**config.mk**
```make
export PLATFORM = sky130hd
export DESIGN_NAME = aud_top
export DESIGN_NICKNAME = d
export VERILOG_FILES = /design/src/aud_mem_pkg.sv /design/src/aud_ctrl_pkg.sv /design/src/aud_recorder.sv /design/src/aud_dsp.sv /design/src/aud_player.sv /design/src/aud_ctrl.sv /design/src/aud_top.sv
export SDC_FILE = /design/constraint.sdc
export NUM_CORES = 1
export LEC_CHECK = 0
export BUFFER_PORTS_ARGS = -buffer_cell sky130_fd_sc_hd__buf_2
export CAP_MARGIN = 20
export CORE_MARGIN = 2
export CORE_UTILIZATION = 28
export CTS_CLUSTER_DIAMETER = 50
export DETAILED_ROUTE_END_ITERATION = 7
export PLACE_DENSITY = 0.44
export REMOVE_ABC_BUFFERS = 1
export SYNTH_ARGS = -nofsm -noshare
export SYNTH_HDL_FRONTEND = slang
export SYNTH_SLANG_ARGS = --single-unit
```
**constraint.sdc**
```tcl
create_clock -name i_AUD_BCLK -period 5.6 [get_ports i_AUD_BCLK]
set_input_delay 0.56 -clock i_AUD_BCLK [delete_from_list [all_inputs] [get_ports i_AUD_BCLK]]
set_output_delay 0.56 -clock i_AUD_BCLK [all_outputs]
set_load 0.1 [all_outputs]
```
**src/aud_mem_pkg.sv**
```systemverilog
package aud_mem_pkg;

	// one signed audio word as stored in SRAM
	typedef logic signed [15:0] sample_t;

	// SRAM word address
	typedef logic [19:0] addr_t;

	// request from one SRAM master
	// we is active high here, the pin is active low
	typedef struct packed {
		addr_t   addr;
		sample_t wdata;
		logic    we;
	} sram_req_t;

endpackage

```
**src/aud_ctrl_pkg.sv**
```systemverilog
package aud_ctrl_pkg;

	// operating mode, also shown on the display
	typedef enum logic [2:0] {
		MODE_STOP       = 3'd0,
		MODE_RECD       = 3'd1,
		MODE_RECD_PAUSE = 3'd2,
		MODE_PLAY       = 3'd3,
		MODE_PLAY_PAUSE = 3'd4
	} mode_e;

	// playback speed stage
	typedef enum logic [1:0] {
		SPD_NORMAL = 2'd0,
		SPD_FAST   = 2'd1,
		SPD_HOLD   = 2'd2,
		SPD_LINEAR = 2'd3
	} speed_mode_e;

	// factor field f gives N = f + 1
	typedef struct packed {
		speed_mode_e mode;
		logic [2:0]  factor;
	} speed_t;

endpackage

```
**src/aud_recorder.sv**
```systemverilog
`timescale 1ns/1ps

module aud_recorder import aud_mem_pkg::*; #(
	parameter int MEM_DEPTH = 1048576
) (
	input  logic      i_AUD_BCLK,
	input  logic      i_rst_n,
	input  logic      i_adclrck,
	input  logic      i_adcdat,
	input  logic      i_run,
	input  logic      i_clear,
	input  logic      i_stop,
	output sram_req_t o_req,
	output addr_t     o_len,
	output logic      o_done
);

	logic        lrck_d;
	logic        left_start;
	logic [4:0]  bit_cnt;
	sample_t     shreg;
	logic [20:0] wr_addr;
	logic        wr_pend;
	logic        wr_en;

	// lrck seen low for the first time
	assign left_start = lrck_d & ~i_adclrck;

	// a pause or stop landing on the write cycle drops that word
	assign wr_en = wr_pend & i_run;

	assign o_req = '{addr: wr_addr[19:0], wdata: shreg, we: wr_en};

	// bits arrive msb first on the edges after left_start
	always_ff @(posedge i_AUD_BCLK) begin
		if (bit_cnt < 5'd16) begin
			shreg <= {shreg[14:0], i_adcdat};
		end
	end

	always_ff @(posedge i_AUD_BCLK or posedge i_rst_n) begin
		if (i_rst_n) begin
			lrck_d  <= 1'b0;
			bit_cnt <= 5'd16;
			wr_pend <= 1'b0;
			wr_addr <= '0;
			o_len   <= '0;
			o_done  <= 1'b0;
		end else begin
			lrck_d <= i_adclrck;
			o_done <= 1'b0;

			if (i_stop) begin
				bit_cnt <= 5'd16;
			end else if (left_start) begin
				bit_cnt <= 5'd0;
			end else if (bit_cnt < 5'd16) begin
				bit_cnt <= bit_cnt + 5'd1;
			end

			// 16th bit shifts in on this edge
			wr_pend <= !i_stop && !left_start && (bit_cnt == 5'd15) && i_run &&
				(wr_addr < MEM_DEPTH);

			if (i_clear) begin
				wr_addr <= '0;
			end else if (wr_en) begin
				wr_addr <= wr_addr + 21'd1;
				o_done  <= (wr_addr == 21'(MEM_DEPTH - 1));
			end

			// a full 2^20 recording saturates one word short
			if (i_stop) begin
				o_len <= wr_addr[20] ? '1 : wr_addr[19:0];
			end
		end
	end

	a_addr_bound: assert property (@(posedge i_AUD_BCLK) disable iff (i_rst_n)
		wr_addr <= MEM_DEPTH);

endmodule

```
**src/aud_dsp.sv**
```systemverilog
`timescale 1ns/1ps

module aud_dsp import aud_mem_pkg::*, aud_ctrl_pkg::*; #(
	parameter int MEM_DEPTH = 1048576
) (
	input  logic      i_AUD_BCLK,
	input  logic      i_rst_n,
	input  logic      i_daclrck,
	input  logic      i_run,
	input  logic      i_clear,
	input  speed_t    i_speed,
	input  addr_t     i_rec_len,
	input  sample_t   i_sram_rdata,
	output sram_req_t o_req,
	output sample_t   o_sample,
	output logic      o_done
);

	typedef enum logic [2:0] {
		S_IDLE,
		S_RD0,
		S_RD1,
		S_DIV,
		S_FIN
	} state_e;

	state_e             state;
	logic               lrck_d;
	logic               right_start;
	logic [20:0]        k;
	logic [2:0]         j;
	speed_t             spd_r;
	logic [3:0]         n;
	logic [20:0]        len_lim;
	addr_t              rd_addr;
	logic [4:0]         div_cnt;
	sample_t            s0;
	logic [2:0]         j_eff;
	logic signed [16:0] diff;
	logic signed [20:0] prod;
	logic [3:0]         div_rem;
	logic [19:0]        div_quo;
	logic               div_neg;
	logic [4:0]         div_trial;
	logic signed [16:0] q_s;
	logic signed [16:0] interp;

	assign right_start = ~lrck_d & i_daclrck;
	assign n = {1'b0, spd_r.factor} + 4'd1;

	// never read past what the memory can hold
	assign len_lim = ({1'b0, i_rec_len} > 21'(MEM_DEPTH)) ? 21'(MEM_DEPTH) :
		{1'b0, i_rec_len};

	assign o_req = '{addr: rd_addr, wdata: '0, we: 1'b0};

	// interpolation term, zero weight outside linear mode
	assign j_eff = (spd_r.mode == SPD_LINEAR) ? j : 3'd0;
	assign diff = {i_sram_rdata[15], i_sram_rdata} - {s0[15], s0};
	assign prod = diff * $signed({1'b0, j_eff});

	// restoring divide by N on the magnitude
	assign div_trial = {div_rem, div_quo[19]};
	assign q_s = div_neg ? -$signed({1'b0, div_quo[15:0]}) : $signed({1'b0, div_quo[15:0]});
	assign interp = {s0[15], s0} + q_s;

	always_ff @(posedge i_AUD_BCLK) begin
		case (state)
			S_RD0: s0 <= i_sram_rdata;
			S_RD1: begin
				div_rem <= '0;
				div_neg <= prod[20];
				div_quo <= prod[20] ? 20'(-prod) : prod[19:0];
			end
			S_DIV: begin
				if (div_trial >= {1'b0, n}) begin
					div_rem <= 4'(div_trial - {1'b0, n});
					div_quo <= {div_quo[18:0], 1'b1};
				end else begin
					div_rem <= div_trial[3:0];
					div_quo <= {div_quo[18:0], 1'b0};
				end
			end
			default: ;
		endcase
	end

	always_ff @(posedge i_AUD_BCLK or posedge i_rst_n) begin
		if (i_rst_n) begin
			state    <= S_IDLE;
			lrck_d   <= 1'b0;
			k        <= '0;
			j        <= '0;
			spd_r    <= '{mode: SPD_NORMAL, factor: 3'd0};
			rd_addr  <= '0;
			div_cnt  <= '0;
			o_sample <= '0;
			o_done   <= 1'b0;
		end else begin
			lrck_d <= i_daclrck;
			o_done <= 1'b0;
			if (i_clear) begin
				state    <= S_IDLE;
				k        <= '0;
				j        <= '0;
				o_sample <= '0;
			end else begin
				case (state)
					S_IDLE: begin
						if (right_start) begin
							if (!i_run) begin
								o_sample <= '0;
							end else if (k >= len_lim) begin
								// last sample already went out
								o_done   <= 1'b1;
								o_sample <= '0;
							end else begin
								spd_r   <= i_speed;
								rd_addr <= k[19:0];
								state   <= S_RD0;
							end
						end
					end
					S_RD0: begin
						// last index reads itself again, so s[k+1] = s[k]
						rd_addr <= (k + 21'd1 < len_lim) ? 20'(k + 21'd1) : k[19:0];
						state   <= S_RD1;
					end
					S_RD1: begin
						div_cnt <= 5'd19;
						state   <= S_DIV;
					end
					S_DIV: begin
						div_cnt <= div_cnt - 5'd1;
						if (div_cnt == 5'd0) begin
							state <= S_FIN;
						end
					end
					S_FIN: begin
						o_sample <= interp[15:0];
						case (spd_r.mode)
							SPD_NORMAL: k <= k + 21'd1;
							SPD_FAST:   k <= k + {17'd0, n};
							default: begin
								if (j >= spd_r.factor) begin
									j <= 3'd0;
									k <= k + 21'd1;
								end else begin
									j <= j + 3'd1;
								end
							end
						endcase
						state <= S_IDLE;
					end
					default: state <= S_IDLE;
				endcase
			end
		end
	end

	a_rd_in_range: assert property (@(posedge i_AUD_BCLK) disable iff (i_rst_n)
		(i_run && (state == S_RD0 || state == S_RD1)) |-> (o_req.addr < i_rec_len));

endmodule

```
**src/aud_player.sv**
```systemverilog
`timescale 1ns/1ps

module aud_player import aud_mem_pkg::*; (
	input  logic    i_AUD_BCLK,
	input  logic    i_rst_n,
	input  logic    i_daclrck,
	input  sample_t i_sample,
	output logic    o_AUD_DACDAT
);

	logic       lrck_d;
	logic       left_start;
	logic [4:0] bit_cnt;
	sample_t    shreg;

	assign left_start = lrck_d & ~i_daclrck;

	// remaining bits after the msb
	always_ff @(posedge i_AUD_BCLK) begin
		if (left_start) begin
			shreg <= {i_sample[14:0], 1'b0};
		end else if (bit_cnt < 5'd16) begin
			shreg <= {shreg[14:0], 1'b0};
		end
	end

	always_ff @(posedge i_AUD_BCLK or posedge i_rst_n) begin
		if (i_rst_n) begin
			lrck_d       <= 1'b0;
			bit_cnt      <= 5'd16;
			o_AUD_DACDAT <= 1'b0;
		end else begin
			lrck_d <= i_daclrck;
			if (left_start) begin
				// msb valid for the next sampling edge
				bit_cnt      <= 5'd1;
				o_AUD_DACDAT <= i_sample[15];
			end else if (bit_cnt < 5'd16) begin
				bit_cnt      <= bit_cnt + 5'd1;
				o_AUD_DACDAT <= shreg[15];
			end else begin
				// idle bits and the whole right phase
				o_AUD_DACDAT <= 1'b0;
			end
		end
	end

endmodule

```
**src/aud_ctrl.sv**
```systemverilog
`timescale 1ns/1ps

module aud_ctrl import aud_mem_pkg::*, aud_ctrl_pkg::*; (
	input  logic      i_AUD_BCLK,
	input  logic      i_rst_n,
	input  logic [2:0] i_key,
	input  logic      i_rec_done,
	input  logic      i_play_done,
	input  sram_req_t i_rec_req,
	input  sram_req_t i_play_req,
	output mode_e     o_mode,
	output logic      o_rec_run,
	output logic      o_rec_clear,
	output logic      o_rec_stop,
	output logic      o_play_run,
	output logic      o_play_clear,
	output sram_req_t o_sram_req
);

	logic [2:0] key_r;
	logic [2:0] key_d;
	logic [2:0] key_fall;
	mode_e      mode_r;
	mode_e      mode_w;
	logic       rec_clr_w;
	logic       play_clr_w;

	// keys are active low, a press is a falling edge
	assign key_fall = key_d & ~key_r;

	always_comb begin
		mode_w     = mode_r;
		rec_clr_w  = 1'b0;
		play_clr_w = 1'b0;
		if (i_rec_done || i_play_done || key_fall[2]) begin
			mode_w = MODE_STOP;
		end else begin
			case (mode_r)
				MODE_STOP: begin
					if (key_fall[0]) begin
						mode_w    = MODE_RECD;
						rec_clr_w = 1'b1;
					end else if (key_fall[1]) begin
						mode_w     = MODE_PLAY;
						play_clr_w = 1'b1;
					end
				end
				MODE_RECD:       if (key_fall[0]) mode_w = MODE_RECD_PAUSE;
				MODE_RECD_PAUSE: if (key_fall[0]) mode_w = MODE_RECD;
				MODE_PLAY:       if (key_fall[1]) mode_w = MODE_PLAY_PAUSE;
				MODE_PLAY_PAUSE: if (key_fall[1]) mode_w = MODE_PLAY;
				default:         mode_w = MODE_STOP;
			endcase
		end
	end

	always_ff @(posedge i_AUD_BCLK or posedge i_rst_n) begin
		if (i_rst_n) begin
			key_r        <= 3'b111;
			key_d        <= 3'b111;
			mode_r       <= MODE_STOP;
			o_rec_clear  <= 1'b0;
			o_play_clear <= 1'b0;
		end else begin
			key_r        <= i_key;
			key_d        <= key_r;
			mode_r       <= mode_w;
			o_rec_clear  <= rec_clr_w;
			o_play_clear <= play_clr_w;
		end
	end

	assign o_mode     = mode_r;
	assign o_rec_run  = (mode_r == MODE_RECD);
	assign o_rec_stop = (mode_r == MODE_STOP);
	assign o_play_run = (mode_r == MODE_PLAY);

	// recorder owns the bus only while recording
	assign o_sram_req = (mode_r == MODE_RECD) ? i_rec_req : i_play_req;

	a_we_only_recd: assert property (@(posedge i_AUD_BCLK) disable iff (i_rst_n)
		o_sram_req.we |-> (mode_r == MODE_RECD));

endmodule

```
**src/aud_top.sv**
```systemverilog
`timescale 1ns/1ps

module aud_top import aud_mem_pkg::*, aud_ctrl_pkg::*; #(
	parameter int MEM_DEPTH = 1048576
) (
	input  logic    i_AUD_BCLK,
	input  logic    i_rst_n,
	input  logic    i_key_0,
	input  logic    i_key_1,
	input  logic    i_key_2,
	input  speed_t  i_speed,
	input  logic    i_AUD_ADCLRCK,
	input  logic    i_AUD_ADCDAT,
	input  logic    i_AUD_DACLRCK,
	output logic    o_AUD_DACDAT,
	output addr_t   o_SRAM_ADDR,
	output sample_t o_SRAM_DQ_WR,
	input  sample_t i_SRAM_DQ_RD,
	output logic    o_SRAM_WE_N,
	output mode_e   o_mode
);

	logic      rec_run;
	logic      rec_clear;
	logic      rec_stop;
	logic      rec_done;
	addr_t     rec_len;
	sram_req_t rec_req;
	logic      play_run;
	logic      play_clear;
	logic      play_done;
	sram_req_t play_req;
	sram_req_t sram_req;
	sample_t   dac_sample;

	assign o_SRAM_ADDR  = sram_req.addr;
	assign o_SRAM_DQ_WR = sram_req.wdata;
	assign o_SRAM_WE_N  = ~sram_req.we;

	aud_ctrl u_ctrl (
		.i_AUD_BCLK  (i_AUD_BCLK),
		.i_rst_n     (i_rst_n),
		.i_key       ({i_key_2, i_key_1, i_key_0}),
		.i_rec_done  (rec_done),
		.i_play_done (play_done),
		.i_rec_req   (rec_req),
		.i_play_req  (play_req),
		.o_mode      (o_mode),
		.o_rec_run   (rec_run),
		.o_rec_clear (rec_clear),
		.o_rec_stop  (rec_stop),
		.o_play_run  (play_run),
		.o_play_clear(play_clear),
		.o_sram_req  (sram_req)
	);

	aud_recorder #(.MEM_DEPTH(MEM_DEPTH)) u_recorder (
		.i_AUD_BCLK(i_AUD_BCLK),
		.i_rst_n   (i_rst_n),
		.i_adclrck (i_AUD_ADCLRCK),
		.i_adcdat  (i_AUD_ADCDAT),
		.i_run     (rec_run),
		.i_clear   (rec_clear),
		.i_stop    (rec_stop),
		.o_req     (rec_req),
		.o_len     (rec_len),
		.o_done    (rec_done)
	);

	aud_dsp #(.MEM_DEPTH(MEM_DEPTH)) u_dsp (
		.i_AUD_BCLK  (i_AUD_BCLK),
		.i_rst_n     (i_rst_n),
		.i_daclrck   (i_AUD_DACLRCK),
		.i_run       (play_run),
		.i_clear     (play_clear),
		.i_speed     (i_speed),
		.i_rec_len   (rec_len),
		.i_sram_rdata(i_SRAM_DQ_RD),
		.o_req       (play_req),
		.o_sample    (dac_sample),
		.o_done      (play_done)
	);

	aud_player u_player (
		.i_AUD_BCLK  (i_AUD_BCLK),
		.i_rst_n     (i_rst_n),
		.i_daclrck   (i_AUD_DACLRCK),
		.i_sample    (dac_sample),
		.o_AUD_DACDAT(o_AUD_DACDAT)
	);

endmodule

```
After elaboration in Yosys (flattened, before gate mapping):

Index checks and enable logic that the tools add are counted.

* mux-type cells: 67
* add/subtract/negate cells: 13
* equality and inequality tests: 24
* bitwise operators: 12
* multiply operators: 1
* reduce and logical (&&, ||, !) cells: 29
* magnitude comparators: 8

Operator list (number)
* 21-bit two-way mux: 6
* 20-bit two-way mux: 6
* 16-bit two-way mux: 7
* 20-bit one-hot mux with 2 select lines: 2
* 3-bit two-way mux: 16
* 21-bit by 1-bit adder with 21-bit output, second input constant: 2
* 21-bit one-hot mux with 2 select lines: 1
* 37-bit two-way mux: 1
* 16-bit one-hot mux with 2 select lines: 1
* 5-bit two-way mux: 5
* 21-bit by 4-bit adder with 21-bit output: 1
* 21-bit by 20-bit equality test with 1-bit output, second input constant: 1
* 21-bit greater-or-equal comparator: 1
* 20-bit by 21-bit > comparator with 1-bit output, second input constant: 1
* 21-bit less-than comparator: 1
* 21-bit less-than comparator, second input constant: 1
* 17-bit by 4-bit multiplier with 21-bit output: 1
* 20-bit negation: 1
* 1-bit two-way mux: 17
* 16-bit by 16-bit subtractor with 17-bit output: 1
* 16-bit adder: 1
* 16-bit negation: 1
* 3-bit one-hot mux with 5 select lines: 1
* 3-bit by 2-bit equality test with 1-bit output, second input constant: 4
* 41 further kinds: 74

* register bits: 213
* output and inout bits: 41

Depth between registers and ports, before layout:

* depth in word-level cells: 8
* mapped depth: 27
* gate-level depth less buffers: 26

Hierarchy:

A second synthesis with hierarchy kept.

* cells, all modules: 1764
* area total of the unflattened synthesis: 16133.0 sq um

Modules (own cells, without submodules)
* aud_dsp: instances 1, area an instance 11279.6 sq um, cells each 1329, seq. area each 3108.0 sq um
* aud_recorder: instances 1, area an instance 2869.0 sq um, cells each 264, seq. area each 1707.9 sq um
* aud_ctrl: instances 1, area an instance 1008.5 sq um, cells each 80, seq. area each 282.8 sq um
* aud_player: instances 1, area an instance 972.2 sq um, cells each 90, seq. area each 626.9 sq um
* aud_top: instances 1, area an instance 3.8 sq um, cells each 1, seq. area each 0.0 sq um

Worst setup path after synthesis:

No wires, ideal clock.

* path kind: input to register
* from: in i_SRAM_DQ_RD[0]
* to: reg u_dsp.div_quo[18] (data pin)
* slack: 0.092 ns
* arrival time: 5.238 ns
* stages on the path: 25
* path buffers: 1
* cell sequence: inv_1 -> ha_1 -> fa_1 -> nor2b_1 -> o21ai_0 -> a21oi_1 -> o21ai_0 -> a21oi_1 -> o2111ai_1 -> a31oi_1 -> xnor2_1 -> nor2_1 -> ha_1 -> inv_1 -> fa_1 -> inv_1 -> ha_1 -> clkbuf_1 -> mux2_2 -> a211oi_1 -> nand3b_4 -> nor4_2 -> a41oi_1 -> xor2_1 -> a21oi_1

* cells in the longest elaborated chain, start to end: 5

Ends and longest elaborated chain
* from (decl): line aud_top.sv:18 `input sample_t i_SRAM_DQ_RD,`
* 16-bit by 16-bit subtractor with 17-bit output (*): line aud_dsp.sv:59 `assign diff = {i_sram_rdata[15], i_sram_rdata} - {s0[15], s0};`
* 17-bit by 4-bit multiplier with 21-bit output (*): line aud_dsp.sv:60 `assign prod = diff * $signed({1'b0, j_eff});`
* 20-bit negation: line aud_dsp.sv:73 `div_quo <= prod[20] ? 20'(-prod) : prod[19:0];`
* 20-bit two-way mux (*): line aud_dsp.sv:73
* 20-bit one-hot mux with 2 select lines (*): line aud_dsp.sv:68 `case (state)`
* to (signal assigned): line aud_dsp.sv:73
* to (signal assigned): line aud_dsp.sv:78 `div_quo <= {div_quo[18:0], 1'b1};`
* to (signal assigned): line aud_dsp.sv:81 `div_quo <= {div_quo[18:0], 1'b0};`
* to (decl): line aud_dsp.sv:42 `logic [19:0] div_quo;`

Mark *: on every way between the ends. The rest lies on a longest branch, timed or not.
A chain may end at the register's enable or synchronous reset.

Worst setup path in the final report:

* from: reg u_dsp.s0[2]
* to: reg u_dsp.div_quo[18] (data pin)

* cells in the longest elaborated chain, start to end: 5

Ends and longest elaborated chain
* from (decl): line aud_dsp.sv:37 `sample_t s0;`
* from (signal assigned): line aud_dsp.sv:69 `S_RD0: s0 <= i_sram_rdata;`
* 16-bit by 16-bit subtractor with 17-bit output (*): line aud_dsp.sv:59
* 17-bit by 4-bit multiplier with 21-bit output (*): line aud_dsp.sv:60
* 20-bit negation: line aud_dsp.sv:73
* 20-bit two-way mux (*): line aud_dsp.sv:73
* 20-bit one-hot mux with 2 select lines (*): line aud_dsp.sv:68

Marked as above.

==> out/metrics.csv <==
stage;metric;value;unit
status;status;completed;
routing;ant_nets;0;
clock_network;holdBufCountCts;0;
hold_path;hold_path.class;input port to flop;
finish;stdcell_count;2575;
finish;fin_nets;2034;
yosys;async_reset_ff_share;66.2;%
setup_path;cp_max_fo;10;
floorplanning;die_w;238;um
global_routing;grt_pass1_vias;11928;
yosys;synth_area_per_cell;9.05;um2
setup_path;cp.buffers_inverters;7;
placed_design;port_buffers;69;
power;switchingPower;2.96;mW
routing;wire_per_inst;15.1;um
setup_path;rr_endpoint;u_dsp.div_quo[18];
routing;drc;0;
routing;avgViaCountPerCell;4.71;
floorplanning;initial_utilization;28.4;%
placed_design;gp_congestion;0.781;
timing;max-slew-margin-rel;34.4;%
floorplanning;fp.dieH;238;um
timing;period_needed;5.34;ns
global_routing;overflow;0;
power;power_density;402;nW/um2
setup_path;critPathKind;flop to flop;
setup_path;slowest_delay;0.51;ns
setup_path;worstSetupPathDepth;26;
global_routing;antenna_found_initial;2;
power;power.share.clock;31.1;%
finish;drive_above_1_share;19.7;%
yosys;syn_area;15300;um2
setup_path;cp_top_family;compound AO/OA/AOI/OAI gates;
timing;finalSetupTns;0;ns
routing;routed_wl;38.9;mm
setup_path;rr_worst_depth;26;
timing;fin_worst_skew;0.0161;ns
setup_path;cp_data_required_time;5.87;ns
setup_path;reg2reg_from;u_dsp.s0[2];
setup_path;startpoint;u_dsp.s0[2];
routing;drt_iter0_drc;425;
timing;clock.fmax;0.187;GHz
power;power_frac_comb;38.8;%
setup_path;reg2reg_slack;0.26;ns
yosys;synth_warnings;0;
routing;drt_first_pass_iters;5;
setup_path;cp.arrival;5.62;ns
setup_path;cp-start-kind;flop;
timing;tightest_slew;0.983;ns
floorplanning;die_area;56600;um2
placed_design;place_inst;2503;
clock_network;clockBufferDepth;3;
timing;fin_crit_sh;95.4;%
power;pwr-share-seq;30.1;%
setup_path;slowest_stage;or4_1;
timing;hold_violations;0;
global_routing;grt_use_total;13.8;%
setup_path;end_kind;flop;
global_routing;grt_pass1_wl;63.3;mm
power;total_power;7.55;mW
clock_network;clk_latency;0.54;ns
clock_network;root_buffer;clkbuf_16;
finish;num_antenna_cells;0;
setup_path;crit_end;u_dsp.div_quo[18];
yosys;synth_seq_area_share;37.2;%
yosys;synth_edf_count;72;
placed_design;dp_hpwl;29.3;mm
clock_network;path_clk_slew;0.06;ns
floorplanning;io_pins;70;
job;cap_violations;0;
clock_network;htreeDepth;2;
clock_network;cts_buffers;36;
power;power_leakage;8.56;nW
yosys;syn-instance-count;1694;
global_routing;grt_max_degree;91;
yosys;synth-seq-cells;213;
power;swShare;39.3;%
finish;area_growth;22.5;%
power;p_int;4.59;mW
timing;maxSlewViolCount;0;
yosys;synthDistinctLibCells;86;
clock_network;cts_tree;built;
yosys;ys.flop_type;dfrtp_1;
floorplanning;core_area;53900;um2
clock_network;clkSinkCount;213;
power;vdd_drop_max;203;uV
routing;route.vias.total;12129;
timing;setup_viol;0;
floorplanning;rows;85;
worst min path at each step:
stage	slack, ns	from	depth (start not counted)	end
2_1_floorplan	0.35	u_ctrl.key_r[1]	0	u_ctrl.key_d[1]
3_3_place_gp	0.35	u_ctrl.key_r[2]	0	u_ctrl.key_d[2]
3_5_place_dp	0.36	u_ctrl.key_r[1]	0	u_ctrl.key_d[1]
4_1_cts	0.09	i_key_1	1	u_ctrl.key_r[1]
5_1_grt	0.1	i_key_2	1	u_ctrl.key_r[2]
6_report	0.13	i_key_1	1	u_ctrl.key_r[1]
timing repair:
item                                    4_1_cts  5_1_grt
pin swaps                                     2       19
gates cloned                                  0        1
buffers inserted                              0        6
endpoints found under the setup margin       19       20
resized for setup                             7       53
through the flow:
stage          setup slack [ns]  cell area (um2)  hold WS [ns]  utilization [%]
5_1_grt                 -0.0192            18800        0.0995             34.8
4_1_cts                 0.00205            18400        0.0890             34.2
3_5_place_dp             -0.483            17100         0.355             31.8
3_3_place_gp             -0.410            17100         0.354             31.7
6_report                  0.256            18800         0.132             34.8
2_1_floorplan            -0.237            15100         0.351                -
layout by cell type (no fill, tap or decap), types with 7 or more instances in the layout:
cell type / n
nor3_1: 24
o21ai_1: 15
fa_1: 20
edfxtp_1: 72
nor2b_1: 15
a21o_1: 28
a21oi_1: 76
mux2_2: 23
dfstp_2: 8
nand2_1: 163
nor4_1: 8
nand2b_1: 24
xor2_1: 70
a31oi_1: 9
o21a_1: 7
or2_2: 18
nand3b_1: 7
and3_1: 19
a21oi_2: 9
a22o_1: 15
nand4_1: 26
o21ai_0: 95
nor2_1: 186
and2_1: 23
xnor2_1: 69
buf_4: 109
o21ai_2: 7
or3_1: 11
buf_2: 69
clkbuf_16: 40
nand3_1: 41
dfrtp_1: 133
inv_1: 152
ha_1: 127
worst register-to-register path, stage by stage (launching register included):
cell	delay, ns
edfxtp_1	0.40
inv_1	0.09
ha_1	0.24
nor2b_2	0.16
o21ai_2	0.15
a21oi_2	0.09
o21ai_2	0.22
a21oi_2	0.11
o2111ai_2	0.21
buf_4	0.18
a311oi_4	0.09
o31ai_1	0.26
buf_4	0.16
nand2_1	0.05
ha_1	0.30
inv_1	0.06
fa_1	0.50
inv_1	0.04
ha_1	0.30
or4_1	0.51
o311ai_1	0.15
nor3b_4	0.09
buf_6	0.15
clkbuf_16	0.16
a41oi_2	0.19
xor2_1	0.17
a21oi_1	0.08
flip-flops by register name, indices dropped and copies added (netlist names), 3 cells and up:
signal,cells
u_recorder.bit_cnt,5
u_recorder.wr_addr,21
u_dsp.o_sample,16
u_dsp.state,3
u_recorder.shreg,16
u_dsp.div_cnt,5
u_dsp.spd_r,5
u_player.shreg,15
u_dsp.k,21
u_recorder.o_len,20
u_ctrl.key_d,3
u_dsp.div_quo,20
u_player.bit_cnt,5
u_dsp.div_rem,4
u_dsp.s0,16
u_ctrl.key_r,3
u_dsp.rd_addr,20
u_dsp.j,3
u_ctrl.o_mode,3
layout make-up:
class                   instances  area (um2)
clock buffers                  46        1040
flip-flops and latches        213        5700
well taps                     696         871
fillers                      5531       35200
repair buffers                182        1240
multi-input cells            1265        9090
inverters                     154         583
clock inverters                19         235
logic make-up (layout without fill, tap and decap cells):
logic type	Yosys count	count (layout)	share of synthesized area (%)
mux	29	29	2.08
xor+xnor	144	144	8.28
compound gates	337	337	14.3
buf+inv	216	401	5.50
simple gates	602	602	19.1
flops	213	213	37.2
fa+ha+maj	153	153	13.5
power by group through the flow:
stage	clock, mW	sequential, mW	combinational [mW]
finish	2.35	2.27	2.93
global route	2.49	2.32	3.30
CTS	2.42	2.28	2.93
detailed placement	0	2.30	2.91
global placement	0	2.29	2.87
floorplan	0	2.26	2.12
routing by layer:
metal	share of wire [%]	global-route usage [%]	vias to the layer above
met1	49	19.3	5740
met3	3.2	2.05	56
met2	45	22.0	160
met4	2.3	4.27	0
met5	0	0	-
li1	-	-	6173
cell usage after synthesis (4+ instances only):
master | count | area (um2)
ha_1 | 132 | 1650
nor4_1 | 8 | 50.1
o21ai_0 | 101 | 505
a21oi_1 | 84 | 420
nor2_1 | 186 | 698
nand4_1 | 26 | 163
o31ai_1 | 6 | 45.0
clkbuf_1 | 47 | 176
a31oi_1 | 11 | 68.8
a21o_1 | 28 | 210
xnor2_1 | 72 | 631
a211oi_1 | 7 | 52.6
nand3b_1 | 7 | 52.6
inv_1 | 154 | 578
nor3_1 | 27 | 135
o21a_1 | 7 | 52.6
xor2_1 | 71 | 622
o21ai_1 | 15 | 75.1
nand2_1 | 163 | 612
fa_1 | 21 | 420
or2_2 | 18 | 113
mux2i_1 | 6 | 60.1
o41ai_1 | 5 | 43.8
nand3_1 | 43 | 215
nand2b_1 | 24 | 150
dfstp_2 | 8 | 210
mux2_2 | 23 | 259
or3_1 | 11 | 68.8
and2_1 | 24 | 150
and3_1 | 19 | 119
o211ai_1 | 5 | 37.5
dfrtp_1 | 133 | 3330
a22o_1 | 15 | 131
buf_2 | 11 | 55.1
nor2b_1 | 17 | 106
o311ai_0 | 4 | 35.0
edfxtp_1 | 72 | 2160
No activity file was read; power rests on OpenSTA's default activity.
